<file path="src/rtl/pov_defines.svh">
`ifndef POV_DEFINES_SVH
`define POV_DEFINES_SVH

// panel geometry
`define POV_NUM_COLS      64                          // pixels per shifted line
`define POV_SCAN_RATE     32                          // scan rows, 1:32 panel
`define POV_ADDR_W        ($clog2(`POV_SCAN_RATE))    // row address lines A..E
`define POV_PIX_W         ($clog2(`POV_NUM_COLS))

// colour depth, one BCM plane per bit
`define POV_COLOR_BITS    3
`define POV_PLANE_W       ($clog2(`POV_COLOR_BITS))

// lit time of plane 0 in clk_in cycles
// plane p stays lit for base << p
`define POV_BASE_PERIOD   10

// counter wide enough for the longest plane
`define POV_PERIOD_W      ($clog2((`POV_BASE_PERIOD << (`POV_COLOR_BITS - 1)) + 1))

`endif

</file>
<file path="src/rtl/pov_pkg.sv">
`include "pov_defines.svh"

package pov_pkg;

   // red in the low bits, same order as the panel connector R,G,B
   typedef struct packed {
      logic [`POV_COLOR_BITS-1:0] blue;
      logic [`POV_COLOR_BITS-1:0] green;
      logic [`POV_COLOR_BITS-1:0] red;
   } pixel_t;

   // one display column, upper half drives rgb0, lower half rgb1
   typedef struct packed {
      pixel_t [`POV_NUM_COLS-1:0] lower;
      pixel_t [`POV_NUM_COLS-1:0] upper;
   } column_pair_t;

   // one bit per colour as seen on the panel pins
   typedef struct packed {
      logic blue;
      logic green;
      logic red;
   } rgb_bits_t;

   typedef logic [`POV_PLANE_W-1:0] plane_t;      // BCM bit plane
   typedef logic [`POV_PIX_W-1:0]   pixel_idx_t;  // pixel within a line

endpackage

</file>
<file path="src/rtl/column_buffer.sv">
`timescale 1ns/1ps
`include "pov_defines.svh"

module column_buffer (
   input  logic                     clk_in,
   input  logic                     rst_in,
   input  logic                     load,
   input  logic                     frame_done,
   input  pov_pkg::column_pair_t    column_data,
   input  logic [`POV_ADDR_W-1:0]   address_data,
   output pov_pkg::column_pair_t    column_pair,
   output logic [`POV_ADDR_W-1:0]   hub75_address
);

   logic busy;  // held column in use by the current frame

   // payload, captured once per frame
   always_ff @(posedge clk_in) begin
      if (load) begin
         column_pair <= column_data;
      end
   end

   always_ff @(posedge clk_in) begin
      if (rst_in) begin
         hub75_address <= '0;
      end else if (load) begin
         hub75_address <= address_data;  // row stays put for all three planes
      end
   end

   always_ff @(posedge clk_in) begin
      if (rst_in) begin
         busy <= 1'b0;
      end else if (load) begin
         busy <= 1'b1;
      end else if (frame_done) begin
         busy <= 1'b0;
      end
   end

   // the controller may only reload between frames,
   // otherwise the panel would mix two columns in one frame
   a_load_when_free: assert property (
      @(posedge clk_in) disable iff (rst_in)
      load |-> !busy
   );

   // frame_done closes a frame that was opened by a load
   a_done_when_busy: assert property (
      @(posedge clk_in) disable iff (rst_in)
      frame_done |-> busy
   );

endmodule

</file>
<file path="src/rtl/bcm_plane_select.sv">
`timescale 1ns/1ps
`include "pov_defines.svh"

module bcm_plane_select (
   input  pov_pkg::column_pair_t  column_pair,
   input  pov_pkg::pixel_idx_t    pixel_idx,
   input  pov_pkg::plane_t        plane,
   output pov_pkg::rgb_bits_t     rgb0,
   output pov_pkg::rgb_bits_t     rgb1
);

   pov_pkg::pixel_t px_upper;
   pov_pkg::pixel_t px_lower;

   // one bit of each colour field, picked by the plane index
   function automatic pov_pkg::rgb_bits_t plane_bits(
      input pov_pkg::pixel_t px,
      input pov_pkg::plane_t p
   );
      pov_pkg::rgb_bits_t bits;
      bits = '0;
      if (p < `POV_COLOR_BITS) begin  // unused plane code gives black
         bits.red   = px.red[p];
         bits.green = px.green[p];
         bits.blue  = px.blue[p];
      end
      return bits;
   endfunction

   // same pixel position in both halves
   assign px_upper = column_pair.upper[pixel_idx];
   assign px_lower = column_pair.lower[pixel_idx];

   assign rgb0 = plane_bits(px_upper, plane);  // rows 0..31
   assign rgb1 = plane_bits(px_lower, plane);  // rows 32..63

endmodule

</file>
<file path="src/rtl/bcm_period_timer.sv">
`timescale 1ns/1ps
`include "pov_defines.svh"

module bcm_period_timer (
   input  logic             clk_in,
   input  logic             rst_in,
   input  logic             period_start,
   input  pov_pkg::plane_t  plane,
   output logic             period_last
);

   localparam int COUNT_W = `POV_PERIOD_W;

   typedef logic [COUNT_W-1:0] count_t;

   count_t count;    // cycles of lit time left
   logic   running;

   assign running     = (count != '0);
   assign period_last = (count == count_t'(1));  // final lit cycle

   // binary weights 1, 2, 4 times the base period
   always_ff @(posedge clk_in) begin
      if (rst_in) begin
         count <= '0;
      end else if (period_start) begin
         count <= count_t'(`POV_BASE_PERIOD << plane);
      end else if (running) begin
         count <= count - 1'b1;
      end
   end

   // the controller starts a plane only after the previous
   // one has run out
   a_start_when_idle: assert property (
      @(posedge clk_in) disable iff (rst_in)
      period_start |-> !running
   );

endmodule

</file>
<file path="src/rtl/hub75_scan_ctrl.sv">
`timescale 1ns/1ps
`include "pov_defines.svh"

module hub75_scan_ctrl (
   input  logic                 clk_in,
   input  logic                 rst_in,
   input  logic                 tvalid,
   output logic                 tready,
   output logic                 tlast,
   output logic                 load,
   output pov_pkg::pixel_idx_t  pixel_idx,
   output pov_pkg::plane_t      plane,
   output logic                 period_start,
   input  logic                 period_last,
   output logic                 led_clk,
   output logic                 led_latch,
   output logic                 led_blank
);

   typedef enum logic [1:0] {
      ST_IDLE,
      ST_SHIFT,
      ST_LATCH,
      ST_DISPLAY
   } state_t;

   localparam pov_pkg::pixel_idx_t LAST_PIXEL = pov_pkg::pixel_idx_t'(`POV_NUM_COLS - 1);
   localparam pov_pkg::plane_t     LAST_PLANE = pov_pkg::plane_t'(`POV_COLOR_BITS - 1);

   state_t state;
   state_t state_next;
   logic   clk_mask;    // panel clock enable, changes only while clk_in is low
   logic   last_pixel;
   logic   last_plane;
   logic   plane_done;

   assign last_pixel = (pixel_idx == LAST_PIXEL);
   assign last_plane = (plane == LAST_PLANE);
   assign plane_done = (state == ST_DISPLAY) && period_last;

   // stream side
   assign tready       = (state == ST_IDLE);
   assign load         = tready && tvalid;
   assign tlast        = plane_done && last_plane;
   assign period_start = (state == ST_LATCH);  // timer loads as the latch closes

   always_comb begin
      state_next = state;
      case (state)
         ST_IDLE: begin
            if (load) begin
               state_next = ST_SHIFT;
            end
         end
         ST_SHIFT: begin
            if (last_pixel) begin
               state_next = ST_LATCH;
            end
         end
         ST_LATCH: begin
            state_next = ST_DISPLAY;
         end
         ST_DISPLAY: begin
            if (period_last) begin
               state_next = last_plane ? ST_IDLE : ST_SHIFT;
            end
         end
         default: state_next = ST_IDLE;
      endcase
   end

   always_ff @(posedge clk_in) begin
      if (rst_in) begin
         state     <= ST_IDLE;
         pixel_idx <= '0;
         plane     <= '0;
         led_latch <= 1'b0;
         led_blank <= 1'b1;
      end else begin
         state     <= state_next;
         led_latch <= (state_next == ST_LATCH);
         led_blank <= (state_next != ST_DISPLAY);  // dark while shifting and latching
         if (state == ST_SHIFT) begin
            pixel_idx <= last_pixel ? '0 : pixel_idx + 1'b1;
         end
         if (plane_done) begin
            plane <= last_plane ? '0 : plane + 1'b1;  // next plane or back to plane 0
         end
      end
   end

   // Pixel k is on rgb0/rgb1 for the whole of shift cycle k. The panel
   // takes it on the led_clk rise that ends that cycle, so the mask opens
   // halfway through the first shift cycle and closes halfway through latch.
   always_ff @(negedge clk_in) begin
      if (rst_in) begin
         clk_mask <= 1'b0;
      end else begin
         clk_mask <= (state == ST_SHIFT);
      end
   end

   assign led_clk = clk_in & clk_mask;  // mask only moves in the low phase

   // no panel clock edge at the end of a latch cycle
   a_latch_no_clk: assert property (
      @(posedge clk_in) disable iff (rst_in)
      led_latch |-> !clk_mask
   );

   a_plane_range: assert property (
      @(posedge clk_in) disable iff (rst_in)
      plane <= LAST_PLANE
   );

endmodule

</file>
<file path="src/rtl/hub75_output.sv">
`timescale 1ns/1ps
`include "pov_defines.svh"

module hub75_output (
   input  logic                     clk_in,
   input  logic                     rst_in,
   input  pov_pkg::column_pair_t    column_data,
   input  logic [`POV_ADDR_W-1:0]   address_data,
   input  logic                     tvalid,
   output logic                     tready,
   output logic                     tlast,
   output pov_pkg::rgb_bits_t       rgb0,
   output pov_pkg::rgb_bits_t       rgb1,
   output logic                     led_clk,
   output logic                     led_latch,
   output logic                     led_blank,
   output logic [`POV_ADDR_W-1:0]   hub75_address
);

   logic                   load;
   logic                   period_start;
   logic                   period_last;
   pov_pkg::pixel_idx_t    pixel_idx;
   pov_pkg::plane_t        plane;
   pov_pkg::column_pair_t  column_pair;  // held copy for the running frame

   hub75_scan_ctrl u_ctrl (
      .clk_in       (clk_in),
      .rst_in       (rst_in),
      .tvalid       (tvalid),
      .tready       (tready),
      .tlast        (tlast),
      .load         (load),
      .pixel_idx    (pixel_idx),
      .plane        (plane),
      .period_start (period_start),
      .period_last  (period_last),
      .led_clk      (led_clk),
      .led_latch    (led_latch),
      .led_blank    (led_blank)
   );

   column_buffer u_buffer (
      .clk_in        (clk_in),
      .rst_in        (rst_in),
      .load          (load),
      .frame_done    (tlast),  // last lit cycle frees the buffer
      .column_data   (column_data),
      .address_data  (address_data),
      .column_pair   (column_pair),
      .hub75_address (hub75_address)
   );

   bcm_plane_select u_select (
      .column_pair (column_pair),
      .pixel_idx   (pixel_idx),
      .plane       (plane),
      .rgb0        (rgb0),
      .rgb1        (rgb1)
   );

   bcm_period_timer u_timer (
      .clk_in       (clk_in),
      .rst_in       (rst_in),
      .period_start (period_start),
      .plane        (plane),
      .period_last  (period_last)
   );

endmodule

</file>
<file path="config.mk">
export PLATFORM = sky130hd
export DESIGN_NAME = hub75_output
export DESIGN_NICKNAME = d
export VERILOG_FILES = /design/src/rtl/pov_pkg.sv /design/src/rtl/column_buffer.sv /design/src/rtl/bcm_plane_select.sv /design/src/rtl/bcm_period_timer.sv /design/src/rtl/hub75_scan_ctrl.sv /design/src/rtl/hub75_output.sv
export VERILOG_INCLUDE_DIRS = /design/src /design/src/rtl
export SDC_FILE = /design/constraint.sdc
export NUM_CORES = 1
export LEC_CHECK = 0
export ABC_AREA = 1
export BUFFER_PORTS_ARGS = -buffer_cell sky130_fd_sc_hd__buf_2
export CAP_MARGIN = 10
export CORE_AREA = 2 2 455 457
export DETAILED_ROUTE_END_ITERATION = 10
export DIE_AREA = 0 0 457 459
export GPL_TIMING_DRIVEN = 0
export HOLD_SLACK_MARGIN = 0.1
export PLACE_DENSITY = 0.53
export SLEW_MARGIN = 20
export SYNTH_ARGS = -nofsm -noshare
export SYNTH_HDL_FRONTEND = slang
export SYNTH_SLANG_ARGS = --single-unit
</file>
<file path="constraint.sdc">
create_clock -name clk_in -period 61.1 [get_ports clk_in]
set_clock_uncertainty 0.1 [all_clocks]
set_input_delay 18.33 -clock clk_in [delete_from_list [all_inputs] [get_ports clk_in]]
set_output_delay 18.33 -clock clk_in [all_outputs]
set_load 0.02 [all_outputs]
</file>
==> results_tabular.tex <==
\begin{tabular}{lr}
\hline
Metric & Value \\
\hline
\multicolumn{2}{l}{\textbf{Status}} \\
\quad Run status & finished, final reports clean \\
\multicolumn{2}{l}{\textbf{Power}} \\
\quad Standby leakage power & 0.0260 µW \\
\quad Share of total power consumed by net switching & 27.9\% \\
\quad Clk pwr share & 40.9\% \\
\quad Switching pwr & 574 µW \\
\quad Internal power of the cells & 1480 µW \\
\quad Gate power share & 12.3\% \\
\quad Power density relative to cell area & 32.7 nW/µm² \\
\quad Sequential fraction of design power & 46.9\% \\
\quad Max VDD drop & 0.0000281 V \\
\multicolumn{2}{l}{\textbf{Yosys}} \\
\quad Synth Area in Compound Gates & 5.25\% \\
\quad Proportion of synthesized chip area in sequential cells & 72.4\% \\
\quad Average footprint of a synthesized cell & 11.4 µm² \\
\quad Adder-cell share of the synthesized area & 0.103\% \\
\quad Seq cells post-synth & 1176 \\
\quad Post-synthesis net count & 5429 \\
\quad Largest family of logic cells by synthesized area & simple AND/OR/NAND/NOR gates \\
\quad Number of standard cells after synthesis & 4265 \\
\quad Post-synthesis simple-gate area fraction & 16.9\% \\
\quad Synth Cell Area & 48500 µm² \\
\quad Post-Synth XOR/XNOR Area & 0.0542\% \\
\quad Share of synthesized area spent on multiplexers & 0.0207\% \\
\quad Number of library cell types mapped by synthesis & 36 \\
\quad Warnings, synthesis & 0 \\
\multicolumn{2}{l}{\textbf{Setup path}} \\
\quad Data arrival at the endpoint of the critical path & 32080 ps \\
\quad Cell with the biggest individual delay on the critical path & sky130\_fd\_sc\_hd\_\_dfxtp\_1 \\
\quad Worst path max stage delay & 310 ps \\
\quad Critical Path Sink Type & primary output \\
\quad Type of the setup path with the least slack & flip-flop to primary output \\
\quad Critical path data required time & 42670 ps \\
\quad Critical-path cell list & nand2\_1 > inv\_1 > buf\_2 \\
\quad Type of origin of the critical path & flip-flop \\
\quad Highest fanout seen on the critical path & 1 \\
\multicolumn{2}{l}{\textbf{STA}} \\
\quad Headroom to the max-slew limit & 16.0\% \\
\quad Hold Slack & 386 ps \\
\quad Slew at the pin closest to its max-slew limit & 1260 ps \\
\quad Unrepaired setup endpoints after global routing & false \\
\quad Number of endpoints failing setup at the final stage & 0 \\
\quad Fin worst setup slack & 10590 ps \\
\quad Final-report hold violation count & 0 \\
\quad Fin. max-slew vios & 0 \\
\quad Total Neg Setup Slack & 0 ps \\
\multicolumn{2}{l}{\textbf{Placement}} \\
\quad Worst slack at placement & 11310 ps \\
\quad Number of placed instances, taps included & 8161 \\
\quad Number of port buffers & 1175 \\
\quad Global placer's final weighted congestion & 0.917 \\
\quad Half-perimeter wire length after detailed placement & 208 mm \\
\multicolumn{2}{l}{\textbf{Finish}} \\
\quad Layout Nets & 6766 \\
\quad Share of final-layout standard cells stronger than drive strength 1 & 27.7\% \\
\quad Non-filler cells in the finished layout & 8513 \\
\quad Layout-stage area growth over the synthesis result & 29.9\% \\
\quad Fraction of the core area covered by cells at the end of the flow & 30.6\% \\
\multicolumn{2}{l}{\textbf{Clock network}} \\
\quad Clock insertion delay at the later pin of the skew report & 900 ps \\
\quad Buffers inserted during post-CTS setup optimization & 0 \\
\quad Clock tree from TritonCTS & done \\
\quad Number of cells upsized or downsized after cts & 0 \\
\quad Clock-pin slew on the worst setup and hold paths & 60 ps \\
\quad Cts-stage hold buffer count & 0 \\
\multicolumn{2}{l}{\textbf{Routing}} \\
\quad Detailed-route wire length & 267 mm \\
\quad Ratio of routed vias to standard cells & 4.69 \\
\quad Number of design rule violations left after detail routing & 0 \\
\quad Number of vias after detailed routing & 39900 \\
\quad Detail-routed net length per standard cell & 31.3 µm \\
\quad Remaining antenna violation count after routing & 0 \\
\quad Number of detailed-route iterations in the first pass & 6 \\
\quad DRC violation total after the first TritonRoute iteration & 5136 \\
\multicolumn{2}{l}{\textbf{GRT}} \\
\quad Antenna violations before repair & 136 \\
\quad Overall global routing resource usage & 24.6\% \\
\quad Number of global-route vias before repair & 38600 \\
\quad Wire length of the first global-routing pass & 342 mm \\
\quad Grt ovf & 0 \\
\quad Pin count of the biggest net entering global routing & 112 \\
\multicolumn{2}{l}{\textbf{Floorplan}} \\
\quad Die boundary height & 459 µm \\
\quad Die X & 457 µm \\
\quad Number of core rows & 167 \\
\quad Die Area & 210000 µm² \\
\quad Starting utilization of the core area & 23.6\% \\
\quad Area of the core & 206000 µm² \\
\quad Top-level port count & 1176 \\
\multicolumn{2}{l}{\textbf{Run}} \\
\quad Reported max-cap violation count & 0 \\
\multicolumn{2}{l}{\textbf{Min path}} \\
\quad Min-Delay Path Class & flip-flop to flip-flop \\
\hline
\end{tabular}
[synth_stat cells (all sizes together)]
master | n | area share, %
clkbuf | 70 | 0.54
dfxtp | 24 | 0.99
nand3 | 405 | 4.2
xor2 | 3 | 0.054
nor2 | 513 | 4.0
clkinv | 2 | 0.015
inv | 335 | 2.6
o31ai | 1 | 0.015
ha | 4 | 0.10
buf | 171 | 2.1
a211oi | 6 | 0.093
a22oi | 1 | 0.015
o21ai | 324 | 3.3
o21bai | 2 | 0.031
a31oi | 4 | 0.052
nand4 | 1 | 0.013
nand3b | 2 | 0.031
a221oi | 1 | 0.018
mux2i | 1 | 0.021
nor3 | 4 | 0.041
o221ai | 4 | 0.072
o22ai | 37 | 0.48
or2 | 7 | 0.090
a21oi | 42 | 0.43
o211ai | 45 | 0.70
edfxtp | 1152 | 71
nand2 | 1102 | 8.5
nor4 | 2 | 0.026
[area by class of cell]
class	instances	area (µm²)
clock inverter	91	860
buffer	241	1320
multi-input combinational	2511	10800
sequential	1176	35100
tap	2704	3380
fill	21500	143000
clock buffer	166	3670
timing repair buffer	1191	6340
inverter	335	1270
antenna	98	245
[per-stage QoR]
stage,area [µm²],power [µW]
2_1_floorplan,48500,1140
3_3_place_gp,57700,1310
3_5_place_dp,58200,1230
4_1_cts,62700,2070
5_1_grt,62800,2120
6_report,63000,2060
[power by group through the flow]
stage / sequential, µW / clock, µW / combinational, µW
2_1_floorplan: 1030 / 0.438 / 107
3_5_place_dp: 981 / 0.527 / 253
3_3_place_gp: 1060 / 0.527 / 247
5_1_grt: 968 / 884 / 270
4_1_cts: 965 / 855 / 254
6_report: 965 / 840 / 252
[critical path, delay by kind of cell, from the launching register on]
family,cells,cell delay [ps]
DFF,1,310
and+or+nand+nor,1,60
buffers and inverters,2,260
[per-layer routing]
metal	track usage, %	vias up	wire length [µm]
met5	0	-	258
met3	5.21	481	20600
met4	10.9	42	12200
met1	31.1	19700	108000
li1	-	17400	-
met2	40.4	2321	126000
[sequential cells by signal, indices dropped and copies added (netlist names)]
register,cells
u_buffer.hub75_address,5
u_ctrl.state,2
u_ctrl.led_latch,1
u_ctrl.led_blank,1
u_ctrl.clk_mask,1
u_timer.count,6
u_ctrl.pixel_idx,6
u_ctrl.plane,2
u_buffer.column_pair,1152
[path summary, 6_finish.rpt]
check | startpoint | to | cells after the start | slack (ps)
worst min-delay path | u_timer.count[5]$_SDFFE_PP0P_ | u_timer.count[5]$_SDFFE_PP0P_ | 2 | 390
worst max-delay path | u_ctrl.clk_mask$_SDFF_NP0_ | led_clk | 3 | 10590
worst max register to register | u_ctrl.state[0]$_SDFF_PP0_ | u_ctrl.clk_mask$_SDFF_NP0_ | 4 | 29340
worst min register to register | u_timer.count[5]$_SDFFE_PP0P_ | u_timer.count[5]$_SDFFE_PP0P_ | 2 | 390
[cell usage in the layout (no fill, tap or decap), drive strengths merged, types with 64 or more instances in the layout]
master,Yosys,layout
nand2,1102,1102
diode,0,98
inv,335,350
buf,171,1363
clkinv,2,64
edfxtp,1152,1152
nand3,405,405
o21ai,324,324
clkbuf,70,235
nor2,513,513
[kinds of logic (layout without fill, tap and decap cells)]
family | after synthesis | after routing
other cells | 0 | 98
flops | 1176 | 1176
fa+ha+maj | 4 | 4
xor+xnor | 3 | 3
simple gates | 2036 | 2036
compound gates | 467 | 467
buf+inv | 578 | 2024
mux | 1 | 1
(Power assumes the default switching activity.)
